--- config.mk ---
export PLATFORM = sky130hd
export DESIGN_NAME = ecc_114_cal
export DESIGN_NICKNAME = d
export VERILOG_FILES = /design/src/hdl/ecc_pkg.sv /design/src/hdl/ecc_114_cal.sv /design/src/hdl/ecc_handshake_ctrl.sv /design/src/hdl/ecc_syndrome_decode.sv /design/src/hdl/ecc_parity_gen.sv
export SDC_FILE = /design/constraint.sdc
export NUM_CORES = 1
export LEC_CHECK = 0
export ABC_CLOCK_PERIOD_IN_PS = 32400
export BUFFER_PORTS_ARGS = -buffer_cell sky130_fd_sc_hd__buf_2
export CAP_MARGIN = 20
export CORE_AREA = 2 2 197 199
export DETAILED_ROUTE_END_ITERATION = 8
export DIE_AREA = 0 0 199 201
export HOLD_SLACK_MARGIN = 0.12
export PLACE_DENSITY = 0.61
export SYNTH_ARGS = -nofsm -noshare
export SYNTH_HDL_FRONTEND = slang
export SYNTH_SLANG_ARGS = --single-unit
--- constraint.sdc ---
create_clock -name clk -period 32.4 [get_ports clk]
set_input_delay 3.24 -clock clk [delete_from_list [all_inputs] [get_ports clk]]
set_output_delay 3.24 -clock clk [all_outputs]
set_load 0.02 [all_outputs]
--- src/hdl/ecc_pkg.sv ---
package ecc_pkg;

    // data bits carried by one word.
    localparam int data_width = 114;

    // check bits per word; the top one keeps every column at odd weight.
    localparam int parity_width = 8;

    // hamming positions live below this bound.
    localparam int position_limit = 2 ** (parity_width - 1);

    // column of data bit index in the parity check matrix.
    // the index-th position from 3 upwards that is not a power of two
    // gives the low bits, and the top bit is set on even weight.
    function automatic logic [parity_width-1:0] ecc_column(input int index);
        logic [parity_width-1:0] col;
        int                      count;

        col   = '0;
        count = 0;
        for (int pos = 3; pos < position_limit; pos++) begin
            if ((pos & (pos - 1)) != 0) begin
                if (count == index) begin
                    col[parity_width-2:0] = pos[parity_width-2:0];
                end
                count++;
            end
        end
        col[parity_width-1] = ~^col[parity_width-2:0];
        return col;
    endfunction

    // outcome of the syndrome decode.
    typedef enum logic [1:0] {
        err_none,
        err_single,
        err_double
    } err_class_e;

    // one request word as received.
    typedef struct packed {
        logic [data_width-1:0]   data;
        logic [parity_width-1:0] parity;
        logic                    bypass;
    } ecc_req_t;

    // one response word.
    // parity is generated from the received data, before correction.
    typedef struct packed {
        logic [data_width-1:0]   data;
        logic [parity_width-1:0] parity;
        logic                    sbit_err;
        logic                    dbit_err;
    } ecc_rsp_t;

endpackage
--- src/hdl/ecc_114_cal.sv ---
`timescale 1ns/1ps

module ecc_114_cal (
    input  logic              clk,
    input  logic              rst,
    input  logic              req,
    input  ecc_pkg::ecc_req_t req_data,
    output logic              ack,
    output ecc_pkg::ecc_rsp_t rsp_data
);

    ecc_pkg::ecc_req_t                cur_req;
    ecc_pkg::ecc_rsp_t                next_rsp;
    logic [ecc_pkg::parity_width-1:0] gen_parity;
    logic [ecc_pkg::parity_width-1:0] syndrome;
    logic [ecc_pkg::data_width-1:0]   mask;
    ecc_pkg::err_class_e              err_class;

    ecc_handshake_ctrl ecc_handshake_ctrl_i (
        .clk      (clk),
        .rst      (rst),
        .req      (req),
        .req_data (req_data),
        .ack      (ack),
        .rsp_data (rsp_data),
        .cur_req  (cur_req),
        .next_rsp (next_rsp)
    );

    ecc_parity_gen ecc_parity_gen_i (
        .data   (cur_req.data),
        .parity (gen_parity)
    );

    // differs from zero wherever received and recomputed check bits disagree.
    assign syndrome = gen_parity ^ cur_req.parity;

    ecc_syndrome_decode ecc_syndrome_decode_i (
        .syndrome  (syndrome),
        .mask      (mask),
        .err_class (err_class)
    );

    // bypass passes the raw word and hides the decode result.
    always_comb begin
        next_rsp.parity = gen_parity;
        if (cur_req.bypass) begin
            next_rsp.data     = cur_req.data;
            next_rsp.sbit_err = 1'b0;
            next_rsp.dbit_err = 1'b0;
        end else begin
            next_rsp.data     = cur_req.data ^ mask;
            next_rsp.sbit_err = (err_class == ecc_pkg::err_single);
            next_rsp.dbit_err = (err_class == ecc_pkg::err_double);
        end
    end

endmodule

--- src/hdl/ecc_handshake_ctrl.sv ---
`timescale 1ns/1ps

module ecc_handshake_ctrl (
    input  logic              clk,
    input  logic              rst,
    input  logic              req,
    input  ecc_pkg::ecc_req_t req_data,
    output logic              ack,
    output ecc_pkg::ecc_rsp_t rsp_data,
    output ecc_pkg::ecc_req_t cur_req,
    input  ecc_pkg::ecc_rsp_t next_rsp
);

    typedef enum logic [1:0] {
        hs_idle,
        hs_calc,
        hs_ack
    } hs_state_e;

    hs_state_e         state;
    hs_state_e         next_state;
    ecc_pkg::ecc_req_t req_q;
    ecc_pkg::ecc_rsp_t rsp_q;

    always_ff @(posedge clk) begin
        if (rst) begin
            state <= hs_idle;
        end else begin
            state <= next_state;
        end
    end

    // four-phase sequence: capture, compute, hold ack until req drops.
    always_comb begin
        next_state = state;
        case (state)
            hs_idle: begin
                if (req) begin
                    next_state = hs_calc;
                end
            end
            hs_calc: begin
                next_state = hs_ack;
            end
            hs_ack: begin
                if (!req) begin
                    next_state = hs_idle;
                end
            end
            default: begin
                next_state = hs_idle;
            end
        endcase
    end

    // request word, taken once per exchange.
    always_ff @(posedge clk) begin
        if (state == hs_idle && req) begin
            req_q <= req_data;
        end
    end

    // response word, held stable for as long as ack is high.
    always_ff @(posedge clk) begin
        if (rst) begin
            rsp_q <= '0;
        end else if (state == hs_calc) begin
            rsp_q <= next_rsp;
        end
    end

    assign ack      = (state == hs_ack);
    assign cur_req  = req_q;
    assign rsp_data = rsp_q;

endmodule

--- src/hdl/ecc_syndrome_decode.sv ---
`timescale 1ns/1ps

module ecc_syndrome_decode (
    input  logic [ecc_pkg::parity_width-1:0] syndrome,
    output logic [ecc_pkg::data_width-1:0]   mask,
    output ecc_pkg::err_class_e              err_class
);

    // one-hot match of the syndrome against each data column.
    logic [ecc_pkg::data_width-1:0] hit;

    genvar i;

    generate
        for (i = 0; i < ecc_pkg::data_width; i++) begin : g_col
            localparam logic [ecc_pkg::parity_width-1:0] col = ecc_pkg::ecc_column(i);

            assign hit[i] = (syndrome == col);
        end
    endgenerate

    // columns are distinct and of odd weight three or more, so at most one
    // hit is set and a data hit never looks like a check bit error.
    always_comb begin
        mask      = '0;
        err_class = ecc_pkg::err_none;
        if (syndrome == '0) begin
            err_class = ecc_pkg::err_none;
        end else if (|hit) begin
            mask      = hit;
            err_class = ecc_pkg::err_single;
        end else if ($onehot(syndrome)) begin
            // a flipped check bit, data is left alone.
            err_class = ecc_pkg::err_single;
        end else begin
            // even weight or unused column.
            err_class = ecc_pkg::err_double;
        end
    end

endmodule

--- src/hdl/ecc_parity_gen.sv ---
`timescale 1ns/1ps

module ecc_parity_gen (
    input  logic [ecc_pkg::data_width-1:0]   data,
    output logic [ecc_pkg::parity_width-1:0] parity
);

    // data bits whose column has bit k set.
    function automatic logic [ecc_pkg::data_width-1:0] row_select(input int k);
        logic [ecc_pkg::data_width-1:0]   sel;
        logic [ecc_pkg::parity_width-1:0] col;

        sel = '0;
        for (int i = 0; i < ecc_pkg::data_width; i++) begin
            col    = ecc_pkg::ecc_column(i);
            sel[i] = col[k];
        end
        return sel;
    endfunction

    genvar k;

    // one xor tree per check bit, selection fixed at elaboration.
    generate
        for (k = 0; k < ecc_pkg::parity_width; k++) begin : g_check
            localparam logic [ecc_pkg::data_width-1:0] sel = row_select(k);

            assign parity[k] = ^(data & sel);
        end
    endgenerate

endmodule

* Yosys cells after proc, flatten, opt, wreduce, memory -nomap -nowiden
Index checks and enable logic that the tools add are counted.
W data, S select, Z words.
** Storage, ports and cells
- Word-level logic and storage cells :: 161
- Memory bits (read-only) :: 0
- Bits in latches :: 0
- Output and inout bits :: 125
- Bits in registers :: 249
- Input port bits :: 126
- Bits in writable memories :: 0
- Memories :: 0
** Cells by class
- Divide/modulo/power cells :: 0
- Multipliers :: 0
- Shifts and indexed selects :: 0
- Bitwise operators :: 2
- Reductions and logical operators :: 13
- Equal/unequal tests :: 121
- Add/subtract/negate cells :: 7
- Magnitude comparators :: 0
- Mux-type cells :: 10
** Operator list (number)
- $reduce_xor A114 Y1 :: 8
- $eq A8 B8 Y1 const B :: 60
- $mux W114 :: 3
- $eq A8 B7 Y1 const B :: 28
- $eq A8 B6 Y1 const B :: 15
- $reduce_or A114 Y1 :: 1
- $xor A114 B114 Y114 :: 1
- $eq A8 B5 Y1 const B :: 7
- $eq A8 B4 Y1 const B :: 3
- $add A4 B4 Y4 :: 3
- $mux W2 :: 6
- $add A1 B1 Y2 :: 4
- $eq A8 B3 Y1 const B :: 1
- $logic_not A8 Y1 :: 1
- $xor A8 B8 Y8 :: 1
- $pmux W2 S3 :: 1
- $eq A2 B1 Y1 const B :: 2
- $eq A2 B2 Y1 const B :: 2
- $eq A4 B1 Y1 const B :: 1
- $ne A2 B2 Y1 const B :: 2
- $logic_not A2 Y1 :: 1
- $reduce_and A2 Y1 :: 1
- $logic_and A1 B1 Y1 :: 1

* Logic depth before layout (Yosys ltp)
Gate-level depths: netlist of run 1.
- Word-level depth :: 11
- Mapped depth :: 23
- Gate-level depth less buffers :: 21

* Cells and area by module
A second synthesis of run 1 with hierarchy kept.
** Second synthesis, totals
- Cells, all modules :: 1462
- Area, all modules :: 15698.8 um^2
** Modules (own cells, without submodules)
- ecc_handshake_ctrl :: times used 1, area each 9644.2 um^2, cells each 699
- ecc_parity_gen :: times used 1, area each 2327.2 um^2, cells each 211
- ecc_syndrome_decode :: times used 1, area each 1866.8 um^2, cells each 302
- ecc_114_cal :: times used 1, area each 1860.5 um^2, cells each 250

* Worst setup path before layout of run 1
Ideal clock, no wire load.
- Path kind :: input to register
- Start :: input port req
- End :: register ecc_handshake_ctrl_i.req_q, in the netlist ecc_handshake_ctrl_i.cur_req[0] (enable)
- Stages on the path :: 1
- Setup slack :: 19.546 ns
- Data required time :: 31.619 ns
- Data arrival time :: 12.072 ns
- Buffers on the path :: 0
- Path through :: nor3b_1
** Between the ends
- Longest elaborated chain between the ends :: 1
** Ends and longest elaborated chain
- start, declared :: RTL line ecc_114_cal.sv:6 : input logic req,
- $logic_and A1 B1 Y1 :: RTL line ecc_handshake_ctrl.sv:58 : if (state == hs_idle && req) begin
- end signal, assigned :: RTL line ecc_handshake_ctrl.sv:59 : req_q <= req_data;
- end, declared :: RTL line ecc_handshake_ctrl.sv:22 : ecc_pkg::ecc_req_t req_q;
Every way passes these cells.
A chain may end at the register's enable or synchronous reset.

* Worst setup path in the final report of run 1
- Start :: register ecc_handshake_ctrl_i.req_q, in the netlist ecc_handshake_ctrl_i.cur_req[47]
- End :: register ecc_handshake_ctrl_i.rsp_q, in the netlist ecc_handshake_ctrl_i.rsp_data[0]
** Between the ends
- Longest elaborated chain between the ends :: 11
** Ends and longest elaborated chain
- $reduce_xor A114 Y1 :: RTL line ecc_parity_gen.sv:28 : assign parity[k] = ^(data & sel);
- $xor A8 B8 Y8 (*) :: RTL line ecc_114_cal.sv:36 : assign syndrome = gen_parity ^ cur_req.parity;
- $add A1 B1 Y2 (not written as such) :: RTL line ecc_syndrome_decode.sv:32 : end else if ($onehot(syndrome)) begin
- $add A4 B4 Y4 (not written as such) (2 in series) :: RTL line ecc_syndrome_decode.sv:32
- $eq A4 B1 Y1 :: RTL line ecc_syndrome_decode.sv:32
- $mux W2 :: RTL line ecc_syndrome_decode.sv:32
- $mux W2 :: RTL line ecc_syndrome_decode.sv:29 : end else if (|hit) begin
- $mux W2 (*) :: RTL line ecc_syndrome_decode.sv:27 : if (syndrome == '0) begin
- $eq A2 B2 Y1 (*) :: RTL line ecc_114_cal.sv:54 : next_rsp.dbit_err = (err_class == ecc_pkg::err_double);
- $mux W2 (*) :: RTL line ecc_114_cal.sv:47 : if (cur_req.bypass) begin
- end signal, assigned :: RTL line ecc_handshake_ctrl.sv:68 : rsp_q <= next_rsp;
- end, declared :: RTL line ecc_handshake_ctrl.sv:23 : ecc_pkg::ecc_rsp_t rsp_q;
Mark *: on every way between the ends. The rest lies on a longest branch, timed or not.

==> results of run 1 <==
## synth_stat cells (all sizes together), types with 2 or more instances
master and count:
mux2i 10, edfxtp 123, fa 4, nor2b 4, o21ai 91, o2111ai 4
clkbuf 79, inv 19, o211ai 2, buf 8, xnor2 223, xor2 35
nand2 58, xnor3 16, o22ai 3, nand3 23, a211oi 37, nor3 5
a21oi 19, or3 80, a31oi 5, a311oi 82, xor3 2, ha 15
a222oi 2, nor2 155, dfxtp 126, and2 10
## flip-flops by register name, summed over array words and instances (netlist names)
name / flops
ecc_handshake_ctrl_i.cur_req: 123
ecc_handshake_ctrl_i.rsp_data: 124
ecc_handshake_ctrl_i.state: 2
## logic make-up (layout without fill, tap and decap cells)
kind of cell | Yosys count | in the layout
buffers and inverters | 106 | 334
adder cells (fa/ha/maj) | 19 | 19
XOR/XNOR | 276 | 276
AO/OA/AOI/OAI | 254 | 254
AND/OR/NAND/NOR | 343 | 343
other | 0 | 2
flip-flops | 249 | 249
multiplexers | 10 | 10
## routing by layer
metal / vias up / part of all wire, % / GRT usage (%)
met5: - / 0 / 0
met4: 0 / 3.9 / 8.72
met3: 86 / 9.0 / 4.72
met2: 523 / 44 / 36.6
met1: 5080 / 43 / 32.8
li1: 4915 / - / -
## final timing paths
check / cells after the start / slack, ns / end
worst min register to register: 2 / 0.46 / ecc_handshake_ctrl_i.rsp_data[8]
worst max register to register: 17 / 25.93 / ecc_handshake_ctrl_i.rsp_data[0]
worst min-delay path: 2 / 0.46 / ecc_handshake_ctrl_i.rsp_data[8]
worst max-delay path: 17 / 25.93 / ecc_handshake_ctrl_i.rsp_data[0]
## placed cells by master, fill, tap and decap left out, types with 3 or more instances in the layout
cell type  Yosys  layout
a311oi_1      82      82
or3_1         80      80
fa_1           4       4
buf_4          0      12
a211oi_1      37      37
clkbuf_8       0       6
a31oi_1        4       4
o21ai_0       91      91
xor2_1        35      35
a21oi_1       19      19
buf_2          1     249
bufinv_16      0       3
inv_1         19      19
o22ai_1        3       3
clkbuf_16      0      30
xnor3_1       16      16
dfxtp_1      126     126
nand3_2        5       5
nand2_1       58      58
and2_1        10      10
nor2_1       155     155
clkinv_2       0       4
mux2i_1       10      10
clkbuf_1      78       3
ha_1          15      15
o2111ai_1      4       4
nand3_1       18      18
xnor2_1      223     223
edfxtp_1     123     123
nor3_1         5       5
## worst reg2reg max path: stages, from the launching register on
cell	delay, ns
edfxtp_1	0.43
xnor3_1	0.56
xnor3_1	0.48
xnor3_1	0.34
xnor3_1	0.41
xnor3_1	0.93
and2_1	0.42
nor2_1	0.14
fa_1	0.44
inv_1	0.09
fa_1	0.39
ha_1	0.22
fa_1	0.54
nor4b_1	0.05
a21oi_1	0.11
o2111ai_1	0.14
or4b_1	0.54
a21oi_1	0.13
## per-stage QoR
stage	util [%]	instances
floorplan	-	1257
global placement	38.6	1949
detailed placement	38.6	1949
CTS	41.2	2003
global route	41.2	2003
finish	41.2	2005
## cell type report
| class | count | area, sq um |
|---|---|---|
| flip-flops and latches | 249 | 6220 |
| diodes | 2 | 5.00 |
| fillers | 3716 | 22400 |
| clock buffers | 39 | 845 |
| multi-input cells | 902 | 6430 |
| well taps | 518 | 648 |
| inverters | 19 | 71.3 |
| repair buffers | 261 | 1340 |
| clock inverters | 15 | 168 |
==> results.json, run 1 <==
{
  "routabilityCongestion": 0.907,
  "drt_wl_total_microns": 48100,
  "grt_pass1_wl_microns": 68300,
  "boundaryPins": 251,
  "port_buffers": 250,
  "worst-endpoint-required_ns": 32.88,
  "hold_viol": 0,
  "min_period_ns": 6.47,
  "tritoncts": "built",
  "detail_route.iter0.violations": 851,
  "synth-simple-area-share_pct": 12.4,
  "fin_crit_sh_pct": 20.0,
  "synth-xor-area-share_pct": 20.4,
  "synth_top_family_by_area": "XOR/XNOR gates",
  "fin_worst_skew_ns": 0.0294,
  "setup_viol": 0,
  "first_global_vias": 10200,
  "max_slew_margin_pct": 28.1,
  "cts_buffer_depth": 3,
  "die_h_microns": 201,
  "synth_compound_area_share_pct": 13.5,
  "core_sq_mm": 0.0381,
  "ant_nets": 0,
  "yosys.area.top_type": "edfxtp_1",
  "min_path_type": "register to register",
  "tightest_slew_ns": 1.07,
  "cts_buffers": 29,
  "cp_num_buf_inv": 1,
  "place_area_sq_mm": 0.0147,
  "status": "complete, no violations",
  "initial_core_util_pct": 34.2,
  "synthFlopType": "dfxtp_1",
  "first_pass_iters": 7,
  "crit_fanout": 25,
  "dp_slack_ns": 26.03,
  "cts_hold_buf": 0,
  "synth_top_area_share_pct": 28.3,
  "ys_seq_elements": 249,
  "clock.fmax_mhz": 155,
  "num_rows": 72,
  "end_kind": "register",
  "path_class": "register to register",
  "crit_top_cell": "xnor3_1",
  "dieArea_sq_mm": 0.0400,
  "ys_warn_count": 0,
  "grt_max_degree": 106,
  "crit_slowest_cell": "xnor3_1",
  "synth_fa_ha_area_share_pct": 2.05,
  "cts.sinks": 249,
  "synth_cells": 1257,
  "synth-edff-count": 123,
  "finalInstanceArea_sq_mm": 0.0157,
  "rsz0062_at_grt": "false",
  "setup.worst_path.start": "ecc_handshake_ctrl_i.cur_req[47]",
  "vias": 10600,
  "clock_latency_ns": 0.58,
  "die_w_microns": 199,
  "cts.clk_slew.worst_paths_ns": 0.06,
  "via_per_inst": 5.29,
  "synth_area_sq_mm": 0.0130,
  "hold_start": "ecc_handshake_ctrl_i.rsp_data[8]",
  "synth_nets": 1402,
  "avgSynthCellArea_sq_um": 10.4,
  "synth_cell_type_count": 51,
  "whs_ns": 0.464,
  "cp_top_family": "XOR/XNOR gates",
  "tns_ns": 0,
  "critPathLaunchType": "register",
  "maxSlewViolCount": 0,
  "drive_above_1_share_pct": 21.5,
  "drc": 0,
  "gr-total-overflow": 0,
  "wire_per_inst_microns": 24.0,
  "syn2layout_area_growth_pct": 20.5,
  "antenna_found_initial": 0,
  "r2r_start": "ecc_handshake_ctrl_i.cur_req[47]",
  "fin_nets": 1607,
  "arrival_ns": 6.95,
  "synth.area.mux_share_pct": 0.767,
  "slowest_delay_ns": 0.93,
  "drv_cap": 0,
  "ctsHtreeMaxLevel": 1,
  "track_usage_pct": 23.7,
  "fin_ws_ns": 25.93,
  "yosysSeqAreaShare_pct": 47.7,
  "synthArstFlopShare_pct": 0,
  "dpl.hpwl_microns": 35200,
  "path_cells": "xnor3_1 -> xnor3_1 -> xnor3_1 -> xnor3_1 -> xnor3_1 -> and2_1 -> nor2_1 -> fa_1 -> inv_1 -> fa_1 -> ha_1 -> fa_1 -> nor4b_1 -> a21oi_1 -> o2111ai_1 -> or4b_1 -> a21oi_1",
  "synth_area_leaders": "edfxtp_1, dfxtp_1, xnor2_1",
  "cts.repair.resized": 0,
  "clockRootBuffer": "clkbuf_16",
  "post-cts-setup-buffers": 0
}
Power of run 1 is not shown: default switching activity piles up to over one toggle a cycle in this logic, so the estimate is an artifact.
==> run 2, diff against run 1 <==
--- a/config.mk
+++ b/config.mk
@@ -5,7 +5,7 @@
 export SDC_FILE = /design/constraint.sdc
 export NUM_CORES = 1
 export LEC_CHECK = 0
-export ABC_CLOCK_PERIOD_IN_PS = 32400
+export ABC_CLOCK_PERIOD_IN_PS = 6440
 export BUFFER_PORTS_ARGS = -buffer_cell sky130_fd_sc_hd__buf_2
 export CAP_MARGIN = 20
 export CORE_AREA = 2 2 197 199
==> constraint.sdc (replaced) <==
create_clock -name clk -period 6.44 [get_ports clk]
set_input_delay 0.644 -clock clk [delete_from_list [all_inputs] [get_ports clk]]
set_output_delay 0.644 -clock clk [all_outputs]
set_load 0.02 [all_outputs]
==> results.json, run 2 (synthesized netlist as in run 1, its figures left out) <==
{
  "final_common_cell": "buf_2",
  "multi_input_area_sq_mm": 0.00643,
  "layout_common_cells": "buf_2, xnor2_1, nor2_1",
  "min_period_ns": 5.95,
  "drt_wl_total_microns": 49400,
  "dieArea_sq_mm": 0.0400,
  "slowest_delay_ns": 0.59,
  "clock_latency_ns": 0.56,
  "clockRootBuffer": "clkbuf_16",
  "status": "complete, no violations",
  "fin_worst_skew_ns": 0.0144,
  "cts.sinks": 249,
  "tightest_slew_ns": 1.26,
  "min_path_type": "input pin to register",
  "tns_ns": 0,
  "worstSetupPathDepth": 19,
  "crit_slowest_cell": "xnor3_1",
  "place_area_sq_mm": 0.0148,
  "cts_buffer_depth": 3,
  "boundaryPins": 251,
  "cp_num_buf_inv": 2,
  "worst-endpoint-required_ns": 6.93,
  "grt_max_degree": 238,
  "clock.fmax_mhz": 168,
  "initial_core_util_pct": 34.2,
  "fin_nets": 1621,
  "cts_hold_buf": 0,
  "tritoncts": "built",
  "crit_fanout": 10,
  "ff2ff_path_depth": 19,
  "routabilityCongestion": 0.894,
  "finalInstanceArea_sq_mm": 0.0158,
  "first_pass_iters": 5,
  "core_sq_mm": 0.0381,
  "holdPathStages": 1,
  "syn2layout_area_growth_pct": 21.2,
  "port_buffers": 250,
  "grt_pass1_wl_microns": 71200,
  "ant_nets": 0,
  "die_h_microns": 201,
  "antenna_found_initial": 1,
  "gr-total-overflow": 0,
  "drive_above_1_share_pct": 22.1,
  "largest_reg_flops": 124,
  "cp_top_family": "adder cells",
  "path_cells": "xnor3_1 -> xnor2_1 -> xnor2_1 -> xnor2_1 -> xnor2_1 -> xnor2_1 -> xor2_1 -> ha_1 -> inv_1 -> fa_1 -> inv_1 -> fa_1 -> ha_1 -> fa_1 -> nor4b_1 -> a21oi_1 -> o2111ai_1 -> or4b_1 -> a21oi_1",
  "arrival_ns": 6.43,
  "critPathLaunchType": "register",
  "antennaDiodeCount": 0,
  "setup_viol": 0,
  "hold_viol": 0,
  "rsz0062_at_grt": "false",
  "detail_route.iter0.violations": 1005,
  "post-cts-setup-buffers": 0,
  "cts_buffers": 28,
  "end_kind": "register",
  "num-fill-cells": 3736,
  "first_global_vias": 10600,
  "maxSlewViolCount": 0,
  "wire_per_inst_microns": 24.5,
  "cts.repair.resized": 0,
  "fin_crit_sh_pct": 92.4,
  "path_class": "register to register",
  "dpl.hpwl_microns": 36000,
  "die_w_microns": 199,
  "regArea_sq_mm": 0.00622,
  "ctsHtreeMaxLevel": 1,
  "max_slew_margin_pct": 15.8,
  "vias": 10800,
  "track_usage_pct": 24.5,
  "via_per_inst": 5.36,
  "num_rows": 72,
  "crit_top_cell": "xnor2_1",
  "drv_cap": 0,
  "drc": 0,
  "cts.clk_slew.worst_paths_ns": 0.06
}
run 2: changes by cell type in the layout (fill, tap and decap cells not counted), moves of 2 or more:
cell and change:
buf_12 +2, buf_4 +13, clkbuf_1 -2, clkbuf_8 -3
clkinv_1 +3, clkinv_2 +2, diode_2 -2
run 2: path summary, 6_finish.rpt:
kind,startpoint,endpoint,slack [ns]
worst max-delay path,ecc_handshake_ctrl_i.cur_req[47],ecc_handshake_ctrl_i.rsp_data[0],0.49
worst min-delay path,req_data[72],ecc_handshake_ctrl_i.cur_req[72],0.26
worst max register to register,ecc_handshake_ctrl_i.cur_req[47],ecc_handshake_ctrl_i.rsp_data[0],0.49
worst min register to register,ecc_handshake_ctrl_i.rsp_data[4],ecc_handshake_ctrl_i.rsp_data[4],0.47
run 2: cell type report:
cell class	instances	area share, %
timing repair buffer	276	9.32
sequential	249	39.3
inverter	19	0.451
multi-input combinational	902	40.7
tap	518	4.10
clock inverter	19	1.28
clock buffer	33	4.87
run 2: worst reg2reg max path, stage by stage, from the launching register on:
cell       delay, ns
edfxtp_1        0.53
xnor3_1         0.60
xnor2_1         0.20
xnor2_1         0.30
xnor2_1         0.16
xnor2_1         0.16
xnor2_1         0.32
xor2_1          0.29
ha_1            0.48
inv_1           0.12
fa_1            0.52
inv_1           0.06
fa_1            0.45
ha_1            0.22
fa_1            0.55
nor4b_1         0.05
a21oi_1         0.12
o2111ai_1       0.13
or4b_1          0.51
a21oi_1         0.12
run 2: metal layers:
layer / vias to the layer above / share of wire [%] / global-route usage [%]
li1: 4928 / - / -
met1: 5252 / 42 / 33.9
met2: 527 / 46 / 38.6
met3: 92 / 8.4 / 3.73
met4: 0 / 3.8 / 8.72
met5: - / 0 / 0
run 2: stage by stage:
step | utilization [%] | cells | worst slack (ns) | hold WS (ns)
6_report | 41.5 | 2016 | 0.491 | 0.257
5_1_grt | 41.5 | 2016 | 0.170 | 0.238
4_1_cts | 41.5 | 2016 | 0.595 | 0.235
3_5_place_dp | 38.9 | 1964 | 0.624 | 0.468
3_3_place_gp | 38.9 | 1964 | 0.640 | 0.454
2_1_floorplan | - | 1257 | 0.553 | 0.535
Power of run 2 is left out for the same reason.
==> run 3, diff against run 2 <==
--- a/config.mk
+++ b/config.mk
@@ -9,6 +9,7 @@
 export BUFFER_PORTS_ARGS = -buffer_cell sky130_fd_sc_hd__buf_2
 export CAP_MARGIN = 20
 export CORE_AREA = 2 2 197 199
+export CTS_BUF_LIST = sky130_fd_sc_hd__clkbuf_4 sky130_fd_sc_hd__clkbuf_8
 export DETAILED_ROUTE_END_ITERATION = 8
 export DIE_AREA = 0 0 199 201
 export HOLD_SLACK_MARGIN = 0.12
==> constraint.sdc (replaced) <==
create_clock -name clk -period 6.44 [get_ports clk]
set_input_delay 1.288 -clock clk [delete_from_list [all_inputs] [get_ports clk]]
set_output_delay 1.288 -clock clk [all_outputs]
set_load 0.02 [all_outputs]
==> results.json, run 3 (synthesized netlist as in run 1, its figures left out) <==
{
  "boundaryPins": 251,
  "max_slew_margin_pct": 24.2,
  "min_period_ns": 6.07,
  "dpl.hpwl_microns": 36700,
  "busiest_layer": "met2",
  "clockRootBuffer": "clkbuf_8",
  "cts_buffer_depth": 3,
  "num_rows": 72,
  "grt_use_met1_pct": 34.5,
  "fin_nets": 1641,
  "ctsHtreeMaxLevel": 2,
  "drive_above_1_share_pct": 24.1,
  "status": "complete, no violations",
  "regArea_sq_mm": 0.00622,
  "path_class": "register to register",
  "track_usage_pct": 24.9,
  "cts.sinks": 249,
  "first_pass_iters": 5,
  "fin_worst_skew_ns": 0.0228,
  "syn2layout_area_growth_pct": 21.8,
  "min_path_type": "register to register",
  "crit_fanout": 9,
  "cts_buffers": 45,
  "wire_per_inst_microns": 24.5,
  "gr-total-overflow": 0,
  "grt_max_degree": 239,
  "use_met3_pct": 3.93,
  "drt_wl_total_microns": 50300,
  "drc": 0,
  "cts.repair.resized": 0,
  "multi_input_area_sq_mm": 0.00643,
  "setup_viol": 0,
  "via_per_inst": 5.33,
  "end_kind": "register",
  "die_h_microns": 201,
  "initial_core_util_pct": 34.2,
  "clock_latency_ns": 0.61,
  "ant_nets": 0,
  "rsz0062_at_grt": "false",
  "layout_common_cells": "buf_2, xnor2_1, nor2_1",
  "worst-endpoint-required_ns": 6.97,
  "post-cts-setup-buffers": 0,
  "die_w_microns": 199,
  "largest_reg_flops": 124,
  "core_sq_mm": 0.0381,
  "cts_hold_buf": 0,
  "antenna_found_initial": 1,
  "final_common_cell": "buf_2",
  "critPathLaunchType": "register",
  "vias": 10900,
  "port_buffers": 250,
  "tritoncts": "built",
  "drv_cap": 0,
  "first_global_vias": 10500,
  "grt_pass1_wl_microns": 71400,
  "grtUsageMet2_pct": 38.4,
  "tns_ns": 0,
  "maxSlewViolCount": 0,
  "arrival_ns": 6.60,
  "fin_crit_sh_pct": 94.3,
  "dieArea_sq_mm": 0.0400,
  "cts.clk_slew.worst_paths_ns": 0.07,
  "num-fill-cells": 3723,
  "clock.fmax_mhz": 165,
  "hold_viol": 0,
  "whs_ns": 0.462,
  "tightest_slew_ns": 1.14,
  "detail_route.iter0.violations": 862,
  "routabilityCongestion": 0.944
}
-- run 3: path summary, 6_finish.rpt --
check | startpoint | to | slack, ns | cells after the start
setup / recovery | ecc_handshake_ctrl_i.cur_req[49] | ecc_handshake_ctrl_i.rsp_data[0] | 0.37 | 21
hold / removal | ecc_handshake_ctrl_i.rsp_data[1] | ecc_handshake_ctrl_i.rsp_data[1] | 0.46 | 2
setup reg to reg | ecc_handshake_ctrl_i.cur_req[49] | ecc_handshake_ctrl_i.rsp_data[0] | 0.37 | 21
hold reg to reg | ecc_handshake_ctrl_i.rsp_data[1] | ecc_handshake_ctrl_i.rsp_data[1] | 0.46 | 2
-- run 3: area by class of cell --
cell class | instances | area share, %
clock inverter | 11 | 0.693
inverter | 19 | 0.449
clock buffer | 73 | 5.77
multi-input combinational | 902 | 40.5
tap | 518 | 4.08
sequential | 249 | 39.1
antenna | 1 | 0.0157
timing repair buffer | 279 | 9.42
-- run 3: through the flow --
step / instances / cell area, sq um / setup WS [ns] / util (%)
after CTS: 2051 / 15900 / 0.412 / 41.7
final: 2052 / 15900 / 0.369 / 41.7
after floorplan: 1257 / 13100 / 0.839 / -
after detailed placement: 1967 / 14900 / 0.444 / 39.0
after global routing: 2052 / 15900 / 0.0867 / 41.7
after global placement: 1967 / 14900 / 0.512 / 39.0
-- run 3: worst max-delay path: stages, from the launching register on --
cell and delay [ns]:
edfxtp_1 0.58, xor2_1 0.25, xnor2_1 0.35, xnor2_1 0.22
xnor3_1 0.46, xnor2_1 0.19, xnor2_1 0.11, xnor2_1 0.32
xor2_1 0.30, inv_1 0.11, ha_1 0.33, inv_1 0.12
fa_1 0.42, inv_1 0.09, fa_1 0.42, ha_1 0.22
fa_1 0.54, nor4b_1 0.06, a21oi_1 0.12, o2111ai_1 0.13
or4b_1 0.53, a21oi_1 0.13
-- run 3: per-layer routing --
layer  up-vias  share of wire (%)
met5         -                  0
met4         0                3.9
met3        89                7.7
met2       547                 45
met1      5330                 43
li1       4975                  -
Power of run 3 is left out for the same reason.
